[config.mk]
export PLATFORM = sky130hd
export DESIGN_NAME = mini_mcu_power
export DESIGN_NICKNAME = d
export VERILOG_FILES = /design/src/verilog/mini_mcu_power_pkg.sv /design/src/verilog/irq_collector.sv /design/src/verilog/mini_mcu_power.sv /design/src/verilog/pwr_domain_seq.sv /design/src/verilog/pwr_pad_stage.sv
export VERILOG_INCLUDE_DIRS = /design/src /design/src/verilog
export SDC_FILE = /design/constraint.sdc
export NUM_CORES = 1
export LEC_CHECK = 0
export BUFFER_PORTS_ARGS = -buffer_cell sky130_fd_sc_hd__buf_2
export CAP_MARGIN = 30
export CELL_PAD_IN_SITES_DETAIL_PLACEMENT = 0
export CELL_PAD_IN_SITES_GLOBAL_PLACEMENT = 2
export CORE_MARGIN = 2
export CORE_UTILIZATION = 33
export DETAILED_ROUTE_END_ITERATION = 6
export GPL_TIMING_DRIVEN = 0
export PLACE_DENSITY = 0.82
export SLEW_MARGIN = 20
export SYNTH_ARGS = -nofsm -noshare
export SYNTH_HDL_FRONTEND = slang
export SYNTH_HIERARCHICAL = 1
export SYNTH_SLANG_ARGS = --single-unit
[constraint.sdc]
create_clock -name clk_i -period 2.7 [get_ports clk_i]
set_input_delay 0.54 -clock clk_i [delete_from_list [all_inputs] [get_ports clk_i]]
set_output_delay 0.54 -clock clk_i [all_outputs]
set_load 0.005 [all_outputs]
[src/verilog/mini_mcu_power_consts.svh]
//****************************************************************************
// sizes, interrupt bit positions and synchronizer depth
// for the power and interrupt block
//****************************************************************************

`ifndef MINI_MCU_POWER_CONSTS_SVH
`define MINI_MCU_POWER_CONSTS_SVH

// memory banks with retention
`define MEM_BANKS 2

// core interrupt vector
`define INTR_W 32

// positions in the core interrupt vector
`define IRQ_SW_BIT 3
`define IRQ_TIMER_BIT 7
`define IRQ_EXT_BIT 11
`define IRQ_FAST_LSB 16

// flops on each switch acknowledge
`define ACK_SYNC_STAGES 2

`endif

[src/verilog/mini_mcu_power_pkg.sv]
//****************************************************************************
// types for the power and interrupt block: fast interrupt struct,
// domain power control struct and sequencer states
//****************************************************************************

package mini_mcu_power_pkg;

  // fast sources, msb first
  typedef struct packed {
    logic       dma_window;
    logic [7:0] gpio_ao;
    logic       spi_flash;
    logic       spi;
    logic       dma_done;
    logic       timer3;
    logic       timer2;
    logic       timer1;
  } fast_irq_t;

  // all active low, all ones means domain fully on
  typedef struct packed {
    logic pwrgate_en_n;
    logic isogate_en_n;
    logic rst_n;
    logic clkgate_en_n;
    logic retentive_en_n;
  } pwr_ctrl_t;

  typedef enum logic [3:0] {
    PWR_ON, PWR_CLK_OFF, PWR_ISO_ON, PWR_RST_ON,
    PWR_SW_OFF, PWR_WAIT_OFF, PWR_OFF, PWR_SW_ON,
    PWR_WAIT_ON, PWR_RST_OFF, PWR_ISO_OFF
  } pwr_state_e;

endpackage

[src/verilog/irq_collector.sv]
//****************************************************************************
// interrupt vector assembly and cpu sleep request
//****************************************************************************

`timescale 1ns/10ps
`include "mini_mcu_power_consts.svh"

module irq_collector
  import mini_mcu_power_pkg::*;
(
  input  logic               clk_i,
  input  logic               rst_n_i,
  input  logic               irq_software_i,
  input  logic               irq_external_i,
  input  logic               rv_timer0_i,
  input  fast_irq_t          fast_irq_i,
  input  logic               core_sleep_i,
  output logic [`INTR_W-1:0] intr_o,
  output logic               cpu_off_req_o
);

  logic [`INTR_W-1:0] intr_d;
  logic [`INTR_W-1:0] intr_q;

  always_comb begin
    intr_d = '0;
    intr_d[`IRQ_SW_BIT] = irq_software_i;
    intr_d[`IRQ_TIMER_BIT] = rv_timer0_i;
    intr_d[`IRQ_EXT_BIT] = irq_external_i;
    intr_d[`IRQ_FAST_LSB +: $bits(fast_irq_t)] = fast_irq_i;
  end

  always_ff @(posedge clk_i) begin
    if (!rst_n_i) begin
      intr_q <= '0;
    end else begin
      intr_q <= intr_d;
    end
  end

  assign intr_o = intr_q;

  // sleep only with nothing pending
  assign cpu_off_req_o = core_sleep_i && (intr_q == '0);

  // a source seen last cycle always blocks the sleep request now
  a_no_sleep_on_pending: assert property (@(posedge clk_i) disable iff (!rst_n_i)
    ($past(rst_n_i) && $past(|intr_d)) |-> !cpu_off_req_o);

endmodule

[src/verilog/mini_mcu_power.sv]
//****************************************************************************
// power management and interrupt gathering top level
//****************************************************************************

`timescale 1ns/10ps
`include "mini_mcu_power_consts.svh"

module mini_mcu_power
  import mini_mcu_power_pkg::*;
(
  input  logic                  clk_i,
  input  logic                  rst_n_i,
  input  logic                  debug_reset_n_i,
  input  logic                  irq_software_i,
  input  logic                  irq_external_i,
  input  logic                  rv_timer0_i,
  input  fast_irq_t             fast_irq_i,
  input  logic                  core_sleep_i,
  output logic [`INTR_W-1:0]    intr_o,
  input  logic                  periph_off_req_i,
  input  logic [`MEM_BANKS-1:0] bank_ret_req_i,
  input  logic                  cpu_switch_ack_n_i,
  input  logic                  periph_switch_ack_n_i,
  output logic                  cpu_switch_n_o,
  output logic                  cpu_iso_n_o,
  output logic                  cpu_rst_n_o,
  output logic                  periph_switch_n_o,
  output logic                  periph_iso_n_o,
  output logic                  periph_rst_n_o,
  output logic                  periph_clkgate_n_o,
  output logic [`MEM_BANKS-1:0] bank_iso_n_o,
  output logic [`MEM_BANKS-1:0] bank_retentive_n_o,
  output logic [`MEM_BANKS-1:0] bank_clkgate_n_o
);

  logic                        cpu_off_req;
  logic                        cpu_ack_n;
  logic                        periph_ack_n;
  pwr_ctrl_t                   cpu_ctrl;
  pwr_ctrl_t                   periph_ctrl;
  pwr_ctrl_t [`MEM_BANKS-1:0]  bank_ctrl;

  irq_collector irq_collector_i (
    .clk_i,
    .rst_n_i,
    .irq_software_i,
    .irq_external_i,
    .rv_timer0_i,
    .fast_irq_i,
    .core_sleep_i,
    .intr_o,
    .cpu_off_req_o(cpu_off_req)
  );

  pwr_domain_seq #(.RETENTIVE(1'b0)) cpu_seq_i (
    .clk_i,
    .rst_n_i,
    .off_req_i(cpu_off_req),
    .ack_n_i  (cpu_ack_n),
    .ctrl_o   (cpu_ctrl)
  );

  pwr_domain_seq #(.RETENTIVE(1'b0)) periph_seq_i (
    .clk_i,
    .rst_n_i,
    .off_req_i(periph_off_req_i),
    .ack_n_i  (periph_ack_n),
    .ctrl_o   (periph_ctrl)
  );

  // banks have no switch, ack tied inactive
  for (genvar b = 0; b < `MEM_BANKS; b++) begin : gen_bank_seq
    pwr_domain_seq #(.RETENTIVE(1'b1)) bank_seq_i (
      .clk_i,
      .rst_n_i,
      .off_req_i(bank_ret_req_i[b]),
      .ack_n_i  (1'b1),
      .ctrl_o   (bank_ctrl[b])
    );
  end

  pwr_pad_stage pwr_pad_stage_i (
    .clk_i,
    .rst_n_i,
    .debug_reset_n_i,
    .cpu_ctrl_i    (cpu_ctrl),
    .periph_ctrl_i (periph_ctrl),
    .bank_ctrl_i   (bank_ctrl),
    .cpu_switch_ack_n_i,
    .periph_switch_ack_n_i,
    .cpu_ack_n_o   (cpu_ack_n),
    .periph_ack_n_o(periph_ack_n),
    .cpu_switch_n_o,
    .cpu_iso_n_o,
    .cpu_rst_n_o,
    .periph_switch_n_o,
    .periph_iso_n_o,
    .periph_rst_n_o,
    .periph_clkgate_n_o,
    .bank_iso_n_o,
    .bank_retentive_n_o,
    .bank_clkgate_n_o
  );

endmodule

[src/verilog/pwr_domain_seq.sv]
//****************************************************************************
// power-down and power-up sequencer for one domain,
// power switch or retention flavour
//****************************************************************************

`timescale 1ns/10ps

module pwr_domain_seq
  import mini_mcu_power_pkg::*;
#(
  parameter bit RETENTIVE = 1'b0
) (
  input  logic      clk_i,
  input  logic      rst_n_i,
  input  logic      off_req_i,
  input  logic      ack_n_i,
  output pwr_ctrl_t ctrl_o
);

  pwr_state_e state_q;
  pwr_state_e state_d;
  pwr_ctrl_t  ctrl_q;

  // control levels held in each state
  function automatic pwr_ctrl_t decode_ctrl(pwr_state_e st);
    pwr_ctrl_t c;
    c = '1;
    if (st != PWR_ON) begin
      c.clkgate_en_n = 1'b0;
    end
    if (st inside {PWR_ISO_ON, PWR_RST_ON, PWR_SW_OFF, PWR_WAIT_OFF, PWR_OFF,
                   PWR_SW_ON, PWR_WAIT_ON, PWR_RST_OFF}) begin
      c.isogate_en_n = 1'b0;
    end
    if (st inside {PWR_RST_ON, PWR_SW_OFF, PWR_WAIT_OFF, PWR_OFF,
                   PWR_SW_ON, PWR_WAIT_ON}) begin
      c.rst_n = 1'b0;
    end
    if (st inside {PWR_SW_OFF, PWR_WAIT_OFF, PWR_OFF}) begin
      if (RETENTIVE) begin
        c.retentive_en_n = 1'b0;
      end else begin
        c.pwrgate_en_n = 1'b0;
      end
    end
    return c;
  endfunction

  always_comb begin
    state_d = state_q;
    case (state_q)
      PWR_ON: begin
        if (off_req_i) begin
          state_d = PWR_CLK_OFF;
        end
      end
      PWR_CLK_OFF: state_d = PWR_ISO_ON;
      PWR_ISO_ON:  state_d = PWR_RST_ON;
      PWR_RST_ON: begin
        // banks go straight to retention
        if (RETENTIVE) begin
          state_d = PWR_OFF;
        end else begin
          state_d = PWR_SW_OFF;
        end
      end
      PWR_SW_OFF: state_d = PWR_WAIT_OFF;
      PWR_WAIT_OFF: begin
        if (!ack_n_i) begin
          state_d = PWR_OFF;
        end
      end
      PWR_OFF: begin
        if (!off_req_i) begin
          state_d = PWR_SW_ON;
        end
      end
      PWR_SW_ON: begin
        if (RETENTIVE) begin
          state_d = PWR_RST_OFF;
        end else begin
          state_d = PWR_WAIT_ON;
        end
      end
      PWR_WAIT_ON: begin
        if (ack_n_i) begin
          state_d = PWR_RST_OFF;
        end
      end
      PWR_RST_OFF: state_d = PWR_ISO_OFF;
      PWR_ISO_OFF: state_d = PWR_ON;
      default:     state_d = PWR_ON;
    endcase
  end

  always_ff @(posedge clk_i) begin
    if (!rst_n_i) begin
      state_q <= PWR_ON;
      ctrl_q  <= '1;
    end else begin
      state_q <= state_d;
      ctrl_q  <= decode_ctrl(state_d);
    end
  end

  assign ctrl_o = ctrl_q;

  a_off_isolated: assert property (@(posedge clk_i) disable iff (!rst_n_i)
    (!ctrl_q.pwrgate_en_n || !ctrl_q.retentive_en_n) |-> (!ctrl_q.isogate_en_n && !ctrl_q.rst_n));
  a_rst_needs_power: assert property (@(posedge clk_i) disable iff (!rst_n_i)
    ctrl_q.rst_n |-> ctrl_q.pwrgate_en_n);

endmodule

[src/verilog/pwr_pad_stage.sv]
//****************************************************************************
// switch acknowledge synchronizers and pad-level power control pins
//****************************************************************************

`timescale 1ns/10ps
`include "mini_mcu_power_consts.svh"

module pwr_pad_stage
  import mini_mcu_power_pkg::*;
(
  input  logic                             clk_i,
  input  logic                             rst_n_i,
  input  logic                             debug_reset_n_i,
  input  pwr_ctrl_t                        cpu_ctrl_i,
  input  pwr_ctrl_t                        periph_ctrl_i,
  input  pwr_ctrl_t [`MEM_BANKS-1:0]       bank_ctrl_i,
  input  logic                             cpu_switch_ack_n_i,
  input  logic                             periph_switch_ack_n_i,
  output logic                             cpu_ack_n_o,
  output logic                             periph_ack_n_o,
  output logic                             cpu_switch_n_o,
  output logic                             cpu_iso_n_o,
  output logic                             cpu_rst_n_o,
  output logic                             periph_switch_n_o,
  output logic                             periph_iso_n_o,
  output logic                             periph_rst_n_o,
  output logic                             periph_clkgate_n_o,
  output logic [`MEM_BANKS-1:0]            bank_iso_n_o,
  output logic [`MEM_BANKS-1:0]            bank_retentive_n_o,
  output logic [`MEM_BANKS-1:0]            bank_clkgate_n_o
);

  // bit 1 cpu, bit 0 peripheral
  logic [`ACK_SYNC_STAGES-1:0][1:0] ack_sync_q;

  always_ff @(posedge clk_i) begin
    if (!rst_n_i) begin
      ack_sync_q <= '1;
    end else begin
      ack_sync_q <= {ack_sync_q[`ACK_SYNC_STAGES-2:0], {cpu_switch_ack_n_i, periph_switch_ack_n_i}};
    end
  end

  assign cpu_ack_n_o    = ack_sync_q[`ACK_SYNC_STAGES-1][1];
  assign periph_ack_n_o = ack_sync_q[`ACK_SYNC_STAGES-1][0];

  assign cpu_switch_n_o = cpu_ctrl_i.pwrgate_en_n;
  assign cpu_iso_n_o    = cpu_ctrl_i.isogate_en_n;
  // debug reset also holds the subsystems
  assign cpu_rst_n_o    = cpu_ctrl_i.rst_n & debug_reset_n_i;

  assign periph_switch_n_o  = periph_ctrl_i.pwrgate_en_n;
  assign periph_iso_n_o     = periph_ctrl_i.isogate_en_n;
  assign periph_rst_n_o     = periph_ctrl_i.rst_n & debug_reset_n_i;
  assign periph_clkgate_n_o = periph_ctrl_i.clkgate_en_n;

  for (genvar b = 0; b < `MEM_BANKS; b++) begin : gen_bank_pins
    assign bank_iso_n_o[b]       = bank_ctrl_i[b].isogate_en_n;
    assign bank_retentive_n_o[b] = bank_ctrl_i[b].retentive_en_n;
    assign bank_clkgate_n_o[b]   = bank_ctrl_i[b].clkgate_en_n;
  end

endmodule
==> results.tsv <==
metric	value	unit
port bufs	57	
ANT cells	0	
dpl cells	420	
Reg clk slew, reported paths	0.09	ns
Gate Count Post-Synth	249	
global route total overflow	0	
Synth-to-Final Area Change	24.92	%
CTS Sinks	51	
CP cell instances	nor4_2, nand4_1, nor4b_2, nor3_1, or3_1, a21oi_1	
largest net degree at the start of global routing	39	
relative slew slack	59.18	%
pwr dens	541.1	mW/mm^2
DR vias/cell	4.251	
post-synthesis cell area	0.002310	mm^2
Clock Skew	0.005335	ns
die width	87.66	um
Initial DRC Count	35	
Detailed Route WL	4.597	mm
Post-DRT Antenna Nets	0	
DP Area	0.002783	mm^2
status	finished, final reports clean	
DRC violations left	0	
layout net count	358	
CTS Root Cell	clkbuf_8	
CTS HTree Levels	2	
Core Area	0.006794	mm^2
Initial Util	34.00	%
Synth Warn #	6	
fin crit period	1.778	ns
crit end category	flip-flop	
Die Span Y	87.66	um
Crit Path Category	flip-flop to flip-flop	
startpoint types	flip-flop	
Final GP Congestion	0.7831	
Clock Tree Buf Depth	2	
P_leak	1.273	nW
CP Data Required Time	2.93	ns
dpl hpwl	3.319	mm
max cap viols	0	
Cell Rows	30	
Slew Limit Fails	0	
Avg Cell Area, Syn	9.276	um^2
worst slew pin tran	0.6122	ns
CTS Hold Buffers Added	0	
initial antenna violation count	0	
total track usage	12.39	%
DIE AREA	0.007684	mm^2
Pre-Repair DR Iteration Count	4	
Setup Buffers After CTS	0	
Crit path buffers/inverters	0	
delay-heaviest family, CP	simple AND/OR/NAND/NOR gates	
Ports	72	
Worst Path Arrival	2.01	ns
vias	1815	
Fin. Hold Viols	0	
Num CTS Buffers	5	
slowest cell delay on critical path	0.34	ns
Non-Filler Instances	427	
routed length per instance	10.77	um
Critical Path Slowest Stage Cell	dfxtp_1	
CP max FO	3	
fillers	704	
Worst VDD drop	0.0001763	V
CTS tree	yes	
post-CTS sizing	0	
layout cell share with drive strength beyond 1	33.53	%
Peak Freq	0.5624	GHz
setup violators final	0	
final setup TNS	0	ns
clk_lat worst skew	0.29	ns
fin crit share	65.86	%
Finished Cell Area	0.002885	mm^2
min-delay worst type	flip-flop to flip-flop	
first-pass GRT wire length	7.514	mm
vias in the first global route	1650	
unrepaired setup endpoints after global routing	false	
-- final timing paths --
kind | from | end | slack (ns) | depth (start not counted)
worst max-delay path | irq_collector_i/intr_o[7] | cpu_seq_i/state_q[0] | 0.92 | 6
worst min register to register | pwr_pad_stage_i/ack_sync_q[0] | pwr_pad_stage_i/periph_ack_n_o | 0.41 | 1
worst max register to register | irq_collector_i/intr_o[7] | cpu_seq_i/state_q[0] | 0.92 | 6
worst min-delay path | pwr_pad_stage_i/ack_sync_q[0] | pwr_pad_stage_i/periph_ack_n_o | 0.41 | 1
-- worst reg2reg max path, stage by stage, from the launching register on --
cell and delay, ns:
dfxtp_1 0.34, nor4_2 0.35, nand4_1 0.17, nor4b_2 0.33, nor3_1 0.08, or3_1 0.31, a21oi_1 0.14
-- state kept, by name, indices dropped and copies added, names as in the netlist --
signal,count
periph_seq_i/state_q,4
periph_seq_i/ctrl_o,4
cpu_seq_i/ctrl_o,3
pwr_pad_stage_i/periph_ack_n_o,1
cpu_seq_i/state_q,4
irq_collector_i/intr_o,18
gen_bank_seq.bank_seq_i/ctrl_o,6
pwr_pad_stage_i/ack_sync_q,2
gen_bank_seq.bank_seq_i/state_q,8
pwr_pad_stage_i/cpu_ack_n_o,1
-- metal layers --
layer,GRT usage (%),vias up,routed length [um],share of wire (%)
li1,-,956,-,-
met1,15.47,826,2202,48
met2,20.52,31,2172,47
met3,3.487,2,190,4.1
met4,4.196,0,31,0.67
met5,0,-,0,0
-- placed cells by master, fill, tap and decap left out, drive strengths merged --
master and instances:
nor2 12, a31oi 2, nand2b 10, nor3b 8
a21oi 4, a2111oi 2, bufinv 1, o311ai 1
nor2b 6, o21a 2, or3 4, xor2 2
nor3 6, o32a 2, a21boi 8, conb 20
nor4 4, and3 2, and2 24, clkbuf 7
nand4b 6, o21ai 17, nand2 18, o221ai 2
nand4 1, o31ai 2, buf 94, inv 4
nand3 2, nor4b 1, dfxtp 51, xnor2 6
-- area by class of cell --
| class | count | area (um^2) | area share (%) |
|---|---|---|---|
| plain buffers | 38 | 269.0 | 9.323 |
| inverters | 4 | 15.01 | 0.5204 |
| well taps | 96 | 120.1 | 4.163 |
| clock inverters | 1 | 30.03 | 1.041 |
| multi-input cells | 174 | 1072 | 37.16 |
| clock buffers | 6 | 72.57 | 2.515 |
| flip-flops and latches | 51 | 1021 | 35.39 |
| repair buffers | 57 | 285.3 | 9.887 |
-- power breakdown --
group | internal [mW] | total (mW) | switching (mW)
registers | 0.795 | 0.825 | 0.0295
logic | 0.126 | 0.228 | 0.101
clock network | 0.272 | 0.509 | 0.237
-- metrics by stage --
stage                     setup slack, ns  total power [mW]  util (%)  hold slack (ns)
after CTS                          0.8534             1.587     42.47           0.4104
after global placement             0.8839             1.073     40.96           0.3941
final                              0.9219             1.561     42.47           0.4136
after floorplan                     1.182            0.9930         -           0.3863
after detailed placement           0.8786             1.073     40.96           0.3955
after global routing               0.8135             1.649     42.47           0.4120
Power figures use the tool's default switching activity.
